===== src/source/uart_cfg.svh =====
`ifndef UART_CFG_SVH
`define UART_CFG_SVH

// clocks per bit after reset, 115200 baud from a 50 MHz clock
`define UART_DIV_RESET		16'd434

// fifo depths as powers of two
`define UART_TX_DEPTH_LOG2	4
`define UART_RX_DEPTH_LOG2	3

// rts goes up when fewer free rx entries than this remain
`define UART_RTS_MARGIN		2

// register map, byte addresses
`define UART_DATA_ADDR		4'h0
`define UART_RX_COUNT_ADDR	4'h4
`define UART_STATUS_ADDR	4'h8
`define UART_DIV_ADDR		4'hC

`endif


===== src/source/uart_pkg.sv =====
`default_nettype none

package uart_pkg;

	typedef logic [7:0]		uart_byte_t;
	typedef logic [31:0]	axil_data_t;
	typedef logic [3:0]		axil_addr_t;
	typedef logic [15:0]	uart_div_t;		// clocks per bit
	typedef logic [4:0]		fifo_count_t;	// holds 0..16
	typedef logic [1:0]		axil_resp_t;

	localparam axil_resp_t RESP_OKAY	= 2'b00;
	localparam axil_resp_t RESP_SLVERR	= 2'b10;

	// read back in STATUS[3:0], tx_empty on top
	typedef struct packed {
		logic tx_empty;
		logic tx_full;
		logic rx_empty;
		logic rx_full;
	} uart_status_t;

	typedef enum logic [1:0] {
		TX_IDLE,
		TX_START,
		TX_DATA,
		TX_STOP
	} tx_state_t;

	typedef enum logic [1:0] {
		RX_IDLE,
		RX_START,
		RX_DATA,
		RX_STOP
	} rx_state_t;

endpackage : uart_pkg

`default_nettype wire


===== src/source/sync_fifo.sv =====
`timescale 1ns/1ps
`default_nettype none

module sync_fifo import uart_pkg::*; #(
	parameter int DEPTH_LOG2 = 4
) (
	input	logic			clk,
	input	logic			rst,
	input	logic			push_i,
	input	uart_byte_t		data_i,
	input	logic			pop_i,
	output	uart_byte_t		head_o,
	output	fifo_count_t	count_o,
	output	logic			empty_o,
	output	logic			full_o
);

	localparam fifo_count_t DEPTH = fifo_count_t'(1 << DEPTH_LOG2);

	uart_byte_t				mem [0:(1 << DEPTH_LOG2) - 1];
	logic [DEPTH_LOG2-1:0]	wr_ptr;
	logic [DEPTH_LOG2-1:0]	rd_ptr;
	fifo_count_t			count;
	logic					do_push;
	logic					do_pop;

	assign do_push = push_i && !full_o;	// full fifo drops the byte
	assign do_pop = pop_i && !empty_o;
	assign empty_o = (count == '0);
	assign full_o = (count == DEPTH);
	assign head_o = mem[rd_ptr];		// fall through
	assign count_o = count;

	always_ff @(posedge clk) begin
		if (do_push)
			mem[wr_ptr] <= data_i;
	end

	always_ff @(posedge clk, posedge rst) begin
		if (rst) begin
			wr_ptr <= '0;
			rd_ptr <= '0;
			count <= '0;
		end else begin
			if (do_push)
				wr_ptr <= wr_ptr + 1'b1;
			if (do_pop)
				rd_ptr <= rd_ptr + 1'b1;
			if (do_push && !do_pop)
				count <= count + 1'b1;
			else if (do_pop && !do_push)
				count <= count - 1'b1;
		end
	end

endmodule : sync_fifo

`default_nettype wire


===== src/source/uart_axil.sv =====
`timescale 1ns/1ps
`default_nettype none

`include "uart_cfg.svh"

module uart_axil import uart_pkg::*; (
	input	logic			clk,
	input	logic			rst,
	input	logic			awvalid_i,
	input	axil_addr_t		awaddr_i,
	input	logic			wvalid_i,
	input	axil_data_t		wdata_i,
	input	logic [3:0]		wstrb_i,
	input	logic			bready_i,
	input	logic			arvalid_i,
	input	axil_addr_t		araddr_i,
	input	logic			rready_i,
	output	logic			awready_o,
	output	logic			wready_o,
	output	logic			bvalid_o,
	output	axil_resp_t		bresp_o,
	output	logic			arready_o,
	output	logic			rvalid_o,
	output	axil_data_t		rdata_o,
	output	axil_resp_t		rresp_o,
	input	logic			rx_i,
	output	logic			tx_o,
	input	logic			cts_i,	// high holds off the next frame
	output	logic			rts_o	// high when rx space runs low
);

	uart_div_t		div;
	logic			tx_push, tx_pop, rx_push, rx_pop;
	uart_byte_t		tx_data, tx_head, rx_data, rx_head;
	fifo_count_t	tx_count, rx_count;
	logic			tx_empty, tx_full, rx_empty, rx_full;
	uart_status_t	status;

	assign status = {tx_empty, tx_full, rx_empty, rx_full};

	uart_axil_regs regs0 (.*, .tx_count_i(tx_count), .rx_count_i(rx_count),
		.tx_status_i(status), .rx_head_i(rx_head), .tx_push_o(tx_push),
		.tx_data_o(tx_data), .rx_pop_o(rx_pop), .div_o(div));

	sync_fifo #(.DEPTH_LOG2(`UART_TX_DEPTH_LOG2)) tx_fifo (.clk, .rst,
		.push_i(tx_push), .data_i(tx_data), .pop_i(tx_pop), .head_o(tx_head),
		.count_o(tx_count), .empty_o(tx_empty), .full_o(tx_full));

	sync_fifo #(.DEPTH_LOG2(`UART_RX_DEPTH_LOG2)) rx_fifo (.clk, .rst,
		.push_i(rx_push), .data_i(rx_data), .pop_i(rx_pop), .head_o(rx_head),
		.count_o(rx_count), .empty_o(rx_empty), .full_o(rx_full));

	uart_tx tx0 (.clk, .rst, .div_i(div), .data_i(tx_head), .empty_i(tx_empty),
		.cts_i, .pop_o(tx_pop), .tx_o);

	uart_rx rx0 (.clk, .rst, .div_i(div), .rx_i, .valid_o(rx_push), .data_o(rx_data));

endmodule : uart_axil

`default_nettype wire


===== src/source/uart_axil_regs.sv =====
`timescale 1ns/1ps
`default_nettype none

`include "uart_cfg.svh"

module uart_axil_regs import uart_pkg::*; (
	input	logic			clk,
	input	logic			rst,
	input	logic			awvalid_i,
	input	axil_addr_t		awaddr_i,
	input	logic			wvalid_i,
	input	axil_data_t		wdata_i,
	input	logic [3:0]		wstrb_i,	// registers are written whole
	input	logic			bready_i,
	input	logic			arvalid_i,
	input	axil_addr_t		araddr_i,
	input	logic			rready_i,
	output	logic			awready_o,
	output	logic			wready_o,
	output	logic			bvalid_o,
	output	axil_resp_t		bresp_o,
	output	logic			arready_o,
	output	logic			rvalid_o,
	output	axil_data_t		rdata_o,
	output	axil_resp_t		rresp_o,
	input	fifo_count_t	tx_count_i,
	input	fifo_count_t	rx_count_i,
	input	uart_status_t	tx_status_i,	// flags of both fifos
	input	uart_byte_t		rx_head_i,
	output	logic			tx_push_o,
	output	uart_byte_t		tx_data_o,
	output	logic			rx_pop_o,
	output	uart_div_t		div_o,
	output	logic			rts_o
);

	localparam fifo_count_t RX_DEPTH = fifo_count_t'(1 << `UART_RX_DEPTH_LOG2);

	logic			live_q;		// up one cycle after reset
	logic			wr_accept;
	logic			rd_accept;
	axil_resp_t		wr_resp;
	axil_resp_t		rd_resp;
	axil_data_t		rd_data;
	uart_div_t		div_q;
	fifo_count_t	rx_free;
	logic			bvalid_q;
	logic			rvalid_q;
	logic			rts_q;
	axil_resp_t		bresp_q;
	axil_resp_t		rresp_q;
	axil_data_t		rdata_q;

	// address and data taken together
	assign wr_accept = live_q && awvalid_i && wvalid_i && !bvalid_q;
	assign awready_o = wr_accept;
	assign wready_o = wr_accept;
	assign arready_o = live_q && !rvalid_q;
	assign rd_accept = arvalid_i && arready_o;

	assign tx_data_o = wdata_i[7:0];
	assign rx_free = RX_DEPTH - rx_count_i;

	always_comb begin
		wr_resp = RESP_OKAY;
		tx_push_o = 1'b0;
		case (awaddr_i)
			`UART_DATA_ADDR: begin
				if (tx_status_i.tx_full)
					wr_resp = RESP_SLVERR;	// byte dropped
				else
					tx_push_o = wr_accept;
			end
			`UART_DIV_ADDR: wr_resp = RESP_OKAY;
			default: wr_resp = RESP_SLVERR;
		endcase
	end

	always_comb begin
		rd_resp = RESP_OKAY;
		rd_data = '0;
		rx_pop_o = 1'b0;
		case (araddr_i)
			`UART_DATA_ADDR: begin
				if (tx_status_i.rx_empty) begin
					rd_resp = RESP_SLVERR;
				end else begin
					rd_data = {24'b0, rx_head_i};
					rx_pop_o = rd_accept;
				end
			end
			`UART_RX_COUNT_ADDR: rd_data = {27'b0, rx_count_i};
			// tx occupancy rides along in 12:8
			`UART_STATUS_ADDR: rd_data = {19'b0, tx_count_i, 4'b0, tx_status_i};
			`UART_DIV_ADDR: rd_data = {16'b0, div_q};
			default: rd_resp = RESP_SLVERR;
		endcase
	end

	always_ff @(posedge clk, posedge rst) begin
		if (rst) begin
			live_q <= 1'b0;
			bvalid_q <= 1'b0;
			rvalid_q <= 1'b0;
			div_q <= `UART_DIV_RESET;
			rts_q <= 1'b0;
		end else begin
			live_q <= 1'b1;
			if (wr_accept)
				bvalid_q <= 1'b1;
			else if (bready_i)
				bvalid_q <= 1'b0;
			if (rd_accept)
				rvalid_q <= 1'b1;
			else if (rready_i)
				rvalid_q <= 1'b0;
			if (wr_accept && awaddr_i == `UART_DIV_ADDR)
				div_q <= wdata_i[15:0];
			rts_q <= (rx_free < fifo_count_t'(`UART_RTS_MARGIN));
		end
	end

	always_ff @(posedge clk) begin
		if (wr_accept)
			bresp_q <= wr_resp;
		if (rd_accept) begin
			rresp_q <= rd_resp;
			rdata_q <= rd_data;
		end
	end

	assign bvalid_o = bvalid_q;
	assign bresp_o = bresp_q;
	assign rvalid_o = rvalid_q;
	assign rresp_o = rresp_q;
	assign rdata_o = rdata_q;
	assign div_o = div_q;
	assign rts_o = rts_q;

endmodule : uart_axil_regs

`default_nettype wire


===== src/source/uart_rx.sv =====
`timescale 1ns/1ps
`default_nettype none

module uart_rx import uart_pkg::*; (
	input	logic			clk,
	input	logic			rst,
	input	uart_div_t		div_i,
	input	logic			rx_i,
	output	logic			valid_o,
	output	uart_byte_t		data_o
);

	logic			rx_meta;
	logic			rx_sync;
	logic			rx_prev;
	rx_state_t		state;
	uart_div_t		bit_cnt;
	uart_div_t		half;
	logic [2:0]		bit_idx;
	uart_byte_t		shift;
	logic			valid_q;
	logic			bit_end;
	logic			half_end;

	assign half = div_i >> 1;
	assign bit_end = (bit_cnt == div_i - 1'b1);
	assign half_end = (bit_cnt == half - 1'b1);
	assign valid_o = valid_q;
	assign data_o = shift;

	// two flop synchronizer, plus one for the edge
	always_ff @(posedge clk, posedge rst) begin
		if (rst) begin
			rx_meta <= 1'b1;
			rx_sync <= 1'b1;
			rx_prev <= 1'b1;
		end else begin
			rx_meta <= rx_i;
			rx_sync <= rx_meta;
			rx_prev <= rx_sync;
		end
	end

	always_ff @(posedge clk) begin
		if (state == RX_DATA && bit_end)
			shift <= {rx_sync, shift[7:1]};
	end

	always_ff @(posedge clk, posedge rst) begin
		if (rst) begin
			state <= RX_IDLE;
			bit_cnt <= '0;
			bit_idx <= '0;
			valid_q <= 1'b0;
		end else begin
			valid_q <= 1'b0;
			bit_cnt <= bit_cnt + 1'b1;
			case (state)
				RX_IDLE: begin
					bit_cnt <= '0;
					if (rx_prev && !rx_sync)	// falling edge
						state <= RX_START;
				end
				RX_START: if (half_end) begin
					bit_cnt <= '0;
					bit_idx <= '0;
					// glitch shorter than half a bit goes back to idle
					state <= rx_sync ? RX_IDLE : RX_DATA;
				end
				RX_DATA: if (bit_end) begin
					bit_cnt <= '0;
					bit_idx <= bit_idx + 1'b1;
					if (bit_idx == 3'd7)
						state <= RX_STOP;
				end
				RX_STOP: if (bit_end) begin
					valid_q <= rx_sync;	// low stop bit is a framing error
					state <= RX_IDLE;
				end
				default: state <= RX_IDLE;
			endcase
		end
	end

endmodule : uart_rx

`default_nettype wire


===== src/source/uart_tx.sv =====
`timescale 1ns/1ps
`default_nettype none

module uart_tx import uart_pkg::*; (
	input	logic			clk,
	input	logic			rst,
	input	uart_div_t		div_i,
	input	uart_byte_t		data_i,
	input	logic			empty_i,
	input	logic			cts_i,
	output	logic			pop_o,
	output	logic			tx_o
);

	tx_state_t		state;
	uart_div_t		bit_cnt;
	logic [2:0]		bit_idx;
	uart_byte_t		shift;
	logic			tx_q;
	logic			bit_end;
	logic			load;

	assign bit_end = (bit_cnt == div_i - 1'b1);

	// cts only matters between frames
	assign load = ((state == TX_IDLE) || (state == TX_STOP && bit_end)) && !empty_i && !cts_i;
	assign pop_o = load;
	assign tx_o = tx_q;

	always_ff @(posedge clk) begin
		if (load)
			shift <= data_i;
		else if (bit_end && (state == TX_START || state == TX_DATA))
			shift <= shift >> 1;	// lsb first
	end

	always_ff @(posedge clk, posedge rst) begin
		if (rst) begin
			state <= TX_IDLE;
			bit_cnt <= '0;
			bit_idx <= '0;
			tx_q <= 1'b1;
		end else if (load) begin
			state <= TX_START;
			bit_cnt <= '0;
			tx_q <= 1'b0;	// start bit
		end else begin
			bit_cnt <= (bit_end || state == TX_IDLE) ? '0 : bit_cnt + 1'b1;
			case (state)
				TX_START: if (bit_end) begin
					tx_q <= shift[0];
					bit_idx <= '0;
					state <= TX_DATA;
				end
				TX_DATA: if (bit_end) begin
					if (bit_idx == 3'd7) begin
						tx_q <= 1'b1;	// stop bit
						state <= TX_STOP;
					end else begin
						tx_q <= shift[0];
						bit_idx <= bit_idx + 1'b1;
					end
				end
				TX_STOP: if (bit_end)
					state <= TX_IDLE;
				default: state <= TX_IDLE;
			endcase
		end
	end

endmodule : uart_tx

`default_nettype wire

===== config.mk =====
export PLATFORM = sky130hd
export DESIGN_NAME = uart_axil
export DESIGN_NICKNAME = d
export VERILOG_FILES = /design/src/source/uart_pkg.sv /design/src/source/sync_fifo.sv /design/src/source/uart_axil.sv /design/src/source/uart_axil_regs.sv /design/src/source/uart_rx.sv /design/src/source/uart_tx.sv
export VERILOG_INCLUDE_DIRS = /design/src /design/src/source
export SDC_FILE = /design/constraint.sdc
export NUM_CORES = 1
export LEC_CHECK = 0
export ABC_AREA = 0
export ABC_CLOCK_PERIOD_IN_PS = 4800
export BUFFER_PORTS_ARGS = -buffer_cell sky130_fd_sc_hd__buf_2
export CORE_UTILIZATION = 60
export DETAILED_ROUTE_END_ITERATION = 12
export GPL_TIMING_DRIVEN = 1
export PLACE_DENSITY = 0.9
export SYNTH_ARGS = -nofsm -noshare
export SYNTH_HDL_FRONTEND = slang
export SYNTH_HIERARCHICAL = 1
export SYNTH_SLANG_ARGS = --single-unit

===== constraint.sdc =====
create_clock -name clk -period 4.8 [get_ports clk]
set_input_delay 0.72 -clock clk [delete_from_list [all_inputs] [get_ports clk]]
set_output_delay 0.72 -clock clk [all_outputs]
set_load 0.05 [all_outputs]

# [After elaboration in Yosys (flattened, before gate mapping)]
# Memory sizes are Yosys's and may differ from the RTL's.
# Index checks and enable logic that the tools add are counted.
[totals] memories=2 output_inout_bits=43 register_bits=143 input_bits=53 ramBits=192
[classes] n_reduce_logical=55 n_mux=56 bitwise_logic=1 n_eq_ne=29 magnitude_cmp=1 add_sub_neg=15
[memory_table] name="tx_fifo.mem" words=16 width=8 rd=1 rd_ports_with_merged_regs=0 write_ports=1 line_no="sync_fifo.sv:20" rtl="uart_byte_t mem [0:(1 << DEPTH_LOG2) - 1];"
[memory_table] name="rx_fifo.mem" words=8 width=8 rd=1 rd_ports_with_merged_regs=0 write_ports=1 line_no="sync_fifo.sv:20"
[op_table] operator="$pmux W32 S4" n=1
[op_table] operator="$mux W16" n=4
[op_table] operator="$eq A16 B16 Y1" n=3
[op_table] operator="$pmux W16 S3" n=1
[op_table] operator="$add A16 B1 Y16 const B" n=2
[op_table] operator="$mux W2" n=13
[op_table] operator="$mux W8" n=3
[op_table] operator="$logic_and A1 B1 Y1" n=20
[op_table] operator="$mux W5" n=4
[op_table] operator="$mux W1" n=18
[op_table] operator="$sub A15 B1 Y16 const B" n=1
[op_table] operator="$sub A16 B1 Y16 const B" n=1
[op_table] operator="$mux W3" n=5
[op_table] operator="$reduce_bool A2 Y1" n=7
[op_table] operator="$add A3 B1 Y3 const B" n=4
[op_table] operator="$eq A4 B4 Y1 const B" n=3
[op_table] operator="$logic_not A1 Y1" n=12
[op_table] operator="$ne A2 B1 Y1 const B" n=6
[op_table] operator="$pmux W3 S2" n=2
[op_table] operator="$add A5 B1 Y5 const B" n=2
[op_table] operator="$logic_not A5 Y1" n=2
[op_table] operator="$reduce_and A5 Y1" n=2
[op_table] operator="$sub A5 B1 Y5 const B" n=2
[op_table] operator="$ne A3 B2 Y1 const B" n=3
[op_table] operator="23 further kinds" n=36

# [Longest topological paths before layout]
[logic_depth] word_depth=10 ltp_mapped=19 ltp_nobuf=17

# [Cells and area by module]
# The synthesis kept the hierarchy.
[by_module_without_submodules] mod="sync_fifo (tx_fifo)" n_inst=1 seq_area_each_um2=4169.0 cells_per_inst=323 area_each_um2=5774.3
[by_module_without_submodules] mod="sync_fifo (rx_fifo)" n_inst=1 seq_area_each_um2=2197.1 cells_per_inst=161 area_each_um2=3159.3
[by_module_without_submodules] mod="uart_rx" n_inst=1 seq_area_each_um2=869.6 cells_per_inst=273 area_each_um2=2558.7
[by_module_without_submodules] mod="uart_tx" n_inst=1 seq_area_each_um2=792.0 cells_per_inst=225 area_each_um2=2189.6
[by_module_without_submodules] mod="uart_axil_regs" n_inst=1 seq_area_each_um2=1047.3 cells_per_inst=164 area_each_um2=1969.4

# [Worst setup path after synthesis]
# OpenSTA, ideal clock, no wires.
[synth_timing] path_kind="register to register" start="register regs0.div_q[0] (netlist: regs0/div_o[0])" end="register tx_fifo.count[4] (netlist: tx_fifo/count_o[4])" path_stages_with_launch=20 setup_ns=0.080 slack_ns=0.662 arrival_time_ns=4.058 period_less_slack_ns=4.138 path_cell_list="dfrtp_1 > inv_1 > ha_1 > buf_4 > or3b_2 > nor4_1 > a21oi_1 > o311a_1 > a2111oi_4 > a31o_2 > buf_6 > o21a_1 > inv_2 > ha_1 > inv_1 > ha_1 > a21o_1 > a21oi_1 > mux2i_1 > xnor2_1"
[synth_between] elab_chain_len=10 elab_cells_between_ends=12 classes_between="1 x add/sub; 1 x eq/ne; 1 x mux; 9 x reduce/logical"
[synth_lines] item="start: declaration" line_no="uart_axil_regs.sv:45" rtl="uart_div_t div_q;"
[synth_lines] item="start signal: assignment" line_no="uart_axil_regs.sv:105" rtl="div_q <= `UART_DIV_RESET;"
[synth_lines] item="start signal: assignment" line_no="uart_axil_regs.sv:118" rtl="div_q <= wdata_i[15:0];"
[synth_lines] item="$sub A16 B1 Y16 (*)" line_no="uart_tx.sv:23" rtl="assign bit_end = (bit_cnt == div_i - 1'b1);"
[synth_lines] item="$eq A16 B16 Y1 (*)" line_no="uart_tx.sv:23"
[synth_lines] item="$logic_and A1 B1 Y1 (*)" line_no="uart_tx.sv:26" rtl="assign load = ((state == TX_IDLE) || (state == TX_STOP && bit_end)) && !empty_i && !cts_i;"
[synth_lines] item="$logic_or A1 B1 Y1 (*)" line_no="uart_tx.sv:26"
[synth_lines] item="$logic_and A1 B1 Y1 (*) (2 in a row)" line_no="uart_tx.sv:26"
[synth_lines] item="named net tx_pop" line_no="uart_axil.sv:33" rtl="logic tx_push, tx_pop, rx_push, rx_pop;"
[synth_lines] item="$logic_and A1 B1 Y1 (*)" line_no="sync_fifo.sv:28" rtl="assign do_pop = pop_i && !empty_o;"
[synth_lines] item="$logic_not A1 Y1" line_no="sync_fifo.sv:49" rtl="if (do_push && !do_pop)"
[synth_lines] item="$logic_and A1 B1 Y1" line_no="sync_fifo.sv:49"
[synth_lines] item="$mux W5 or $reduce_bool A2 Y1 (tied branches)"
[synth_lines] item="end signal: assignment" line_no="sync_fifo.sv:50" rtl="count <= count + 1'b1;"
[synth_lines] item="end signal: assignment" line_no="sync_fifo.sv:52" rtl="count <= count - 1'b1;"
[synth_lines] item="end: declaration" line_no="sync_fifo.sv:23" rtl="fifo_count_t count;"
# The timed path passes the listed nets; every way through them passes the cells marked *.
# A chain may end at the register's enable or synchronous reset.

# [Worst setup path after layout]
[layout_timing] start="register regs0.div_q[1] (netlist: regs0/div_o[1])" end="register tx_fifo.count[4] (netlist: tx_fifo/count_o[4])"
# Same word-level chain as after synthesis.

==> reports/qor.yml <==
power_and_ir_drop:
  pwr-share-comb: 0.265
  netSwitchingFraction: 0.319
  p_per_area_mw_per_mm2: 494
  seq_power_share: 0.422
  power_switching_mw: 2.69
  power_leakage_nw: 6.55
  peakVddDrop_uv: 346
  internal_power_mw: 5.75
  p_clk_frac: 0.312
route:
  final_antenna_net_count: 0
  dr.pass1.iters: 6
  via_per_inst: 6.27
  drt_wl_total_um: 34200
  drc_errors: 0
  drt_iter0_markers: 1023
  via_count: 9646
  wl_per_cell_um: 22.2
outcome:
  status: "completed"
sta:
  holdWs_ns: 0.233
  slew_headroom: 0.152
  max_freq_mhz: 222
  min_period_over_period: 0.939
  period_needed_ns: 4.51
  drv_slew: 0
  tightest_slew_ns: 1.27
  hold_violations: 0
  fin_skew_ns: 0.0169
  setup_violations: 0
  rsz0062_at_grt: "false"
  setup_tns_ns: 0
critical_path:
  endpoint_kind: "flip-flop"
  cp_num_buf_inv: 3
  critPathLaunchType: "flip-flop"
  cp_top_family: "compound AO/OA/AOI/OAI gates"
  crit_arrival_ns: 4.99
  crit_type: "flip-flop to flip-flop"
  worst_ep_required_time_ns: 5.28
  cpMostUsedCell: "ha_1"
  max_stage_delay_ns: 0.53
  path_cells: "inv_1 -> ha_1 -> or3b_2 -> nor4_1 -> a21oi_1 -> o311a_1 -> a2111oi_4 -> a31o_2 -> o21a_1 -> inv_2 -> ha_1 -> inv_1 -> ha_1 -> a21o_1 -> a21oi_1 -> mux2i_1 -> xnor2_1"
  slowest_stage: "or3b_2"
  crit_fanout: 11
cells_and_area:
  antenna_cells: 0
  drive_above_1_share: 0.200
  fillers: 1673
  post-route-util: 0.673
  nets: 1269
  multi_input_area_sq_mm: 0.00593
  design_area_sq_mm: 0.0171
  area_delta_synth_final_pct: 9.14
  layout_commonest_cell: "edfxtp_1"
  register_area_sq_mm: 0.00908
  stdcell_count: 1538
  final_cell_mix: "edfxtp_1, dfrtp_1, nor2_1"
clock_network:
  cts_root_buffer: "clkbuf_16"
  h-tree-depth: 1
  clock_latency_ns: 0.57
  hold_buffers: 0
  cts.clk_slew.worst_paths_ns: 0.07
  cts_sinks: 317
  cts_buffer_depth: 3
  cts_tree: "done"
  post_cts_buffers: 0
  cts_inserted_buffers: 31
  cts.repair.resized: 0
yosys:
  postSynthAreaPerCell_sq_um: 13.7
  syn_inst: 1146
  synthFlopType: "edfxtp_1"
  synth-edff-count: 226
  synth.top_cell.area_share: 0.434
  yosysTopAreaCell: "edfxtp_1"
  yosysWarningCount: 6
  synth-seq-area-share: 0.580
  async_reset_ff_frac: 0.287
  synth.distinct_cells: 95
  synth.area.top_cells: "edfxtp_1, dfrtp_1, xnor2_1, mux2i_1, mux2_2"
  synth_area_sq_mm: 0.0157
  ys_ff_latch: 317
floorplan:
  rows: 58
  io_pins: 96
  core-area_sq_mm: 0.0254
  die_h_um: 164
  start_util: 0.616
  dieArea_sq_mm: 0.0267
  die_x_um: 164
grt:
  grt_pass1_wl_um: 53100
  antenna_found_initial: 2
  grt_max_degree: 34
  grt_overflow: 0
  track_usage: 0.262
  grt_pass1_vias: 9609
placement:
  dpl-instance-area_sq_mm: 0.0160
  portBuffers: 57
  place_congestion: 0.901
  dp_hpwl_um: 22500
  place_inst: 1480
run:
  cap_violations: 0
hold_path:
  min_path_type: "input pin to async pin"
cell type report:
cell class / instances / share of cell area
clock buffers: 38 / 0.0481
clock inverters: 20 / 0.0176
inverters: 36 / 0.00791
multi-input cells: 724 / 0.347
flip-flops and latches: 317 / 0.531
well taps: 330 / 0.0242
repair buffers: 73 / 0.0237
power groups by stage:
stage          Clock [mW]  Sequential, mW  Combinational [mW]
2_1_floorplan           0            3.37                1.98
3_3_place_gp            0            3.59                2.06
3_5_place_dp            0            3.61                2.16
4_1_cts              2.67            3.56                2.21
5_1_grt              2.78            3.60                2.40
6_report             2.63            3.56                2.24
kinds of logic after synthesis:
family                     after synthesis  synth area share
and+or+nand+nor                        323             0.118
DFF                                    317             0.580
AOI/OAI and AO/OA                      128            0.0609
buffers and inverters                  122            0.0454
muxes                                  118             0.108
xor gates and xnor gates               103            0.0595
adders and majority gates               33            0.0273
other                                    2          0.000480
per-layer routing:
| metal | share of wire | vias to the layer above | GRT usage | wire length, um |
|---|---|---|---|---|
| met4 | 0.042 | 4 | 0.112 | 1450 |
| met1 | 0.38 | 4747 | 0.332 | 13000 |
| met2 | 0.50 | 481 | 0.443 | 17100 |
| met5 | 0.00067 | - | 0 | 23 |
| met3 | 0.079 | 106 | 0.0472 | 2690 |
| li1 | - | 4308 | - | - |
per-stage QoR:
stage	total power, mW	setup slack [ns]
6_report	8.43	0.292
5_1_grt	8.78	0.102
3_5_place_dp	5.76	0.447
2_1_floorplan	5.35	0.662
4_1_cts	8.44	0.375
3_3_place_gp	5.65	0.598
flip-flops by register name, summed over array words and instances, names as in the netlist, 2 cells and up, named ones only:
signal           count
rx_fifo/wr_ptr       3
rx_fifo/mem         64
tx0/bit_idx          3
tx_fifo/mem        128
tx0/shift            8
tx_fifo/count_o      5
tx_fifo/rd_ptr       4
rx0/data_o           8
tx0/state            2
rx0/bit_idx          3
rx_fifo/count_o      5
rx0/bit_cnt         16
tx_fifo/wr_ptr       4
rx_fifo/rd_ptr       3
regs0/div_o         16
regs0/rdata_o       16
tx0/bit_cnt         16
path summary, 6_finish.rpt:
| kind | slack (ns) | depth (start not counted) | start | end |
|---|---|---|---|---|
| min | 0.23 | 2 | rst | rx_fifo/count_o[2] |
| max in group asynchronous | 3.76 | 2 | rst | rx0/bit_cnt[8] |
| max reg2reg | 0.29 | 17 | regs0/div_o[1] | tx_fifo/count_o[4] |
| min reg2reg | 0.36 | 0 | rx0/rx_meta | rx0/rx_sync |
| max | 0.29 | 17 | regs0/div_o[1] | tx_fifo/count_o[4] |
| min in group clk | 0.26 | 1 | rx_i | rx0/rx_meta |
synthesized netlist by cell type, drive strengths merged (16+ instances only):
cell / number
a21oi: 22
and3: 17
nand3: 29
a221oi: 18
inv: 36
edfxtp: 226
dfrtp: 82
nor3: 29
mux4: 32
clkbuf: 23
xnor2: 55
ha: 31
nor2: 87
xor2: 46
mux2: 39
o21ai: 23
nand2: 57
mux2i: 47
nor4: 16
buf: 63
worst register-to-register path, cell delays in order, from the launching register on:
cell and delay (ns):
dfstp_2 0.45, inv_1 0.08, ha_1 0.32, or3b_2 0.53, nor4_1 0.30, a21oi_1 0.07, o311a_1 0.34, a2111oi_4 0.31
a31o_2 0.26, o21a_1 0.24, inv_2 0.09, ha_1 0.20, inv_1 0.15, ha_1 0.30, a21o_1 0.18, a21oi_1 0.19
mux2i_1 0.26, xnor2_1 0.15
Note: power is estimated with default switching activity, not from simulation.
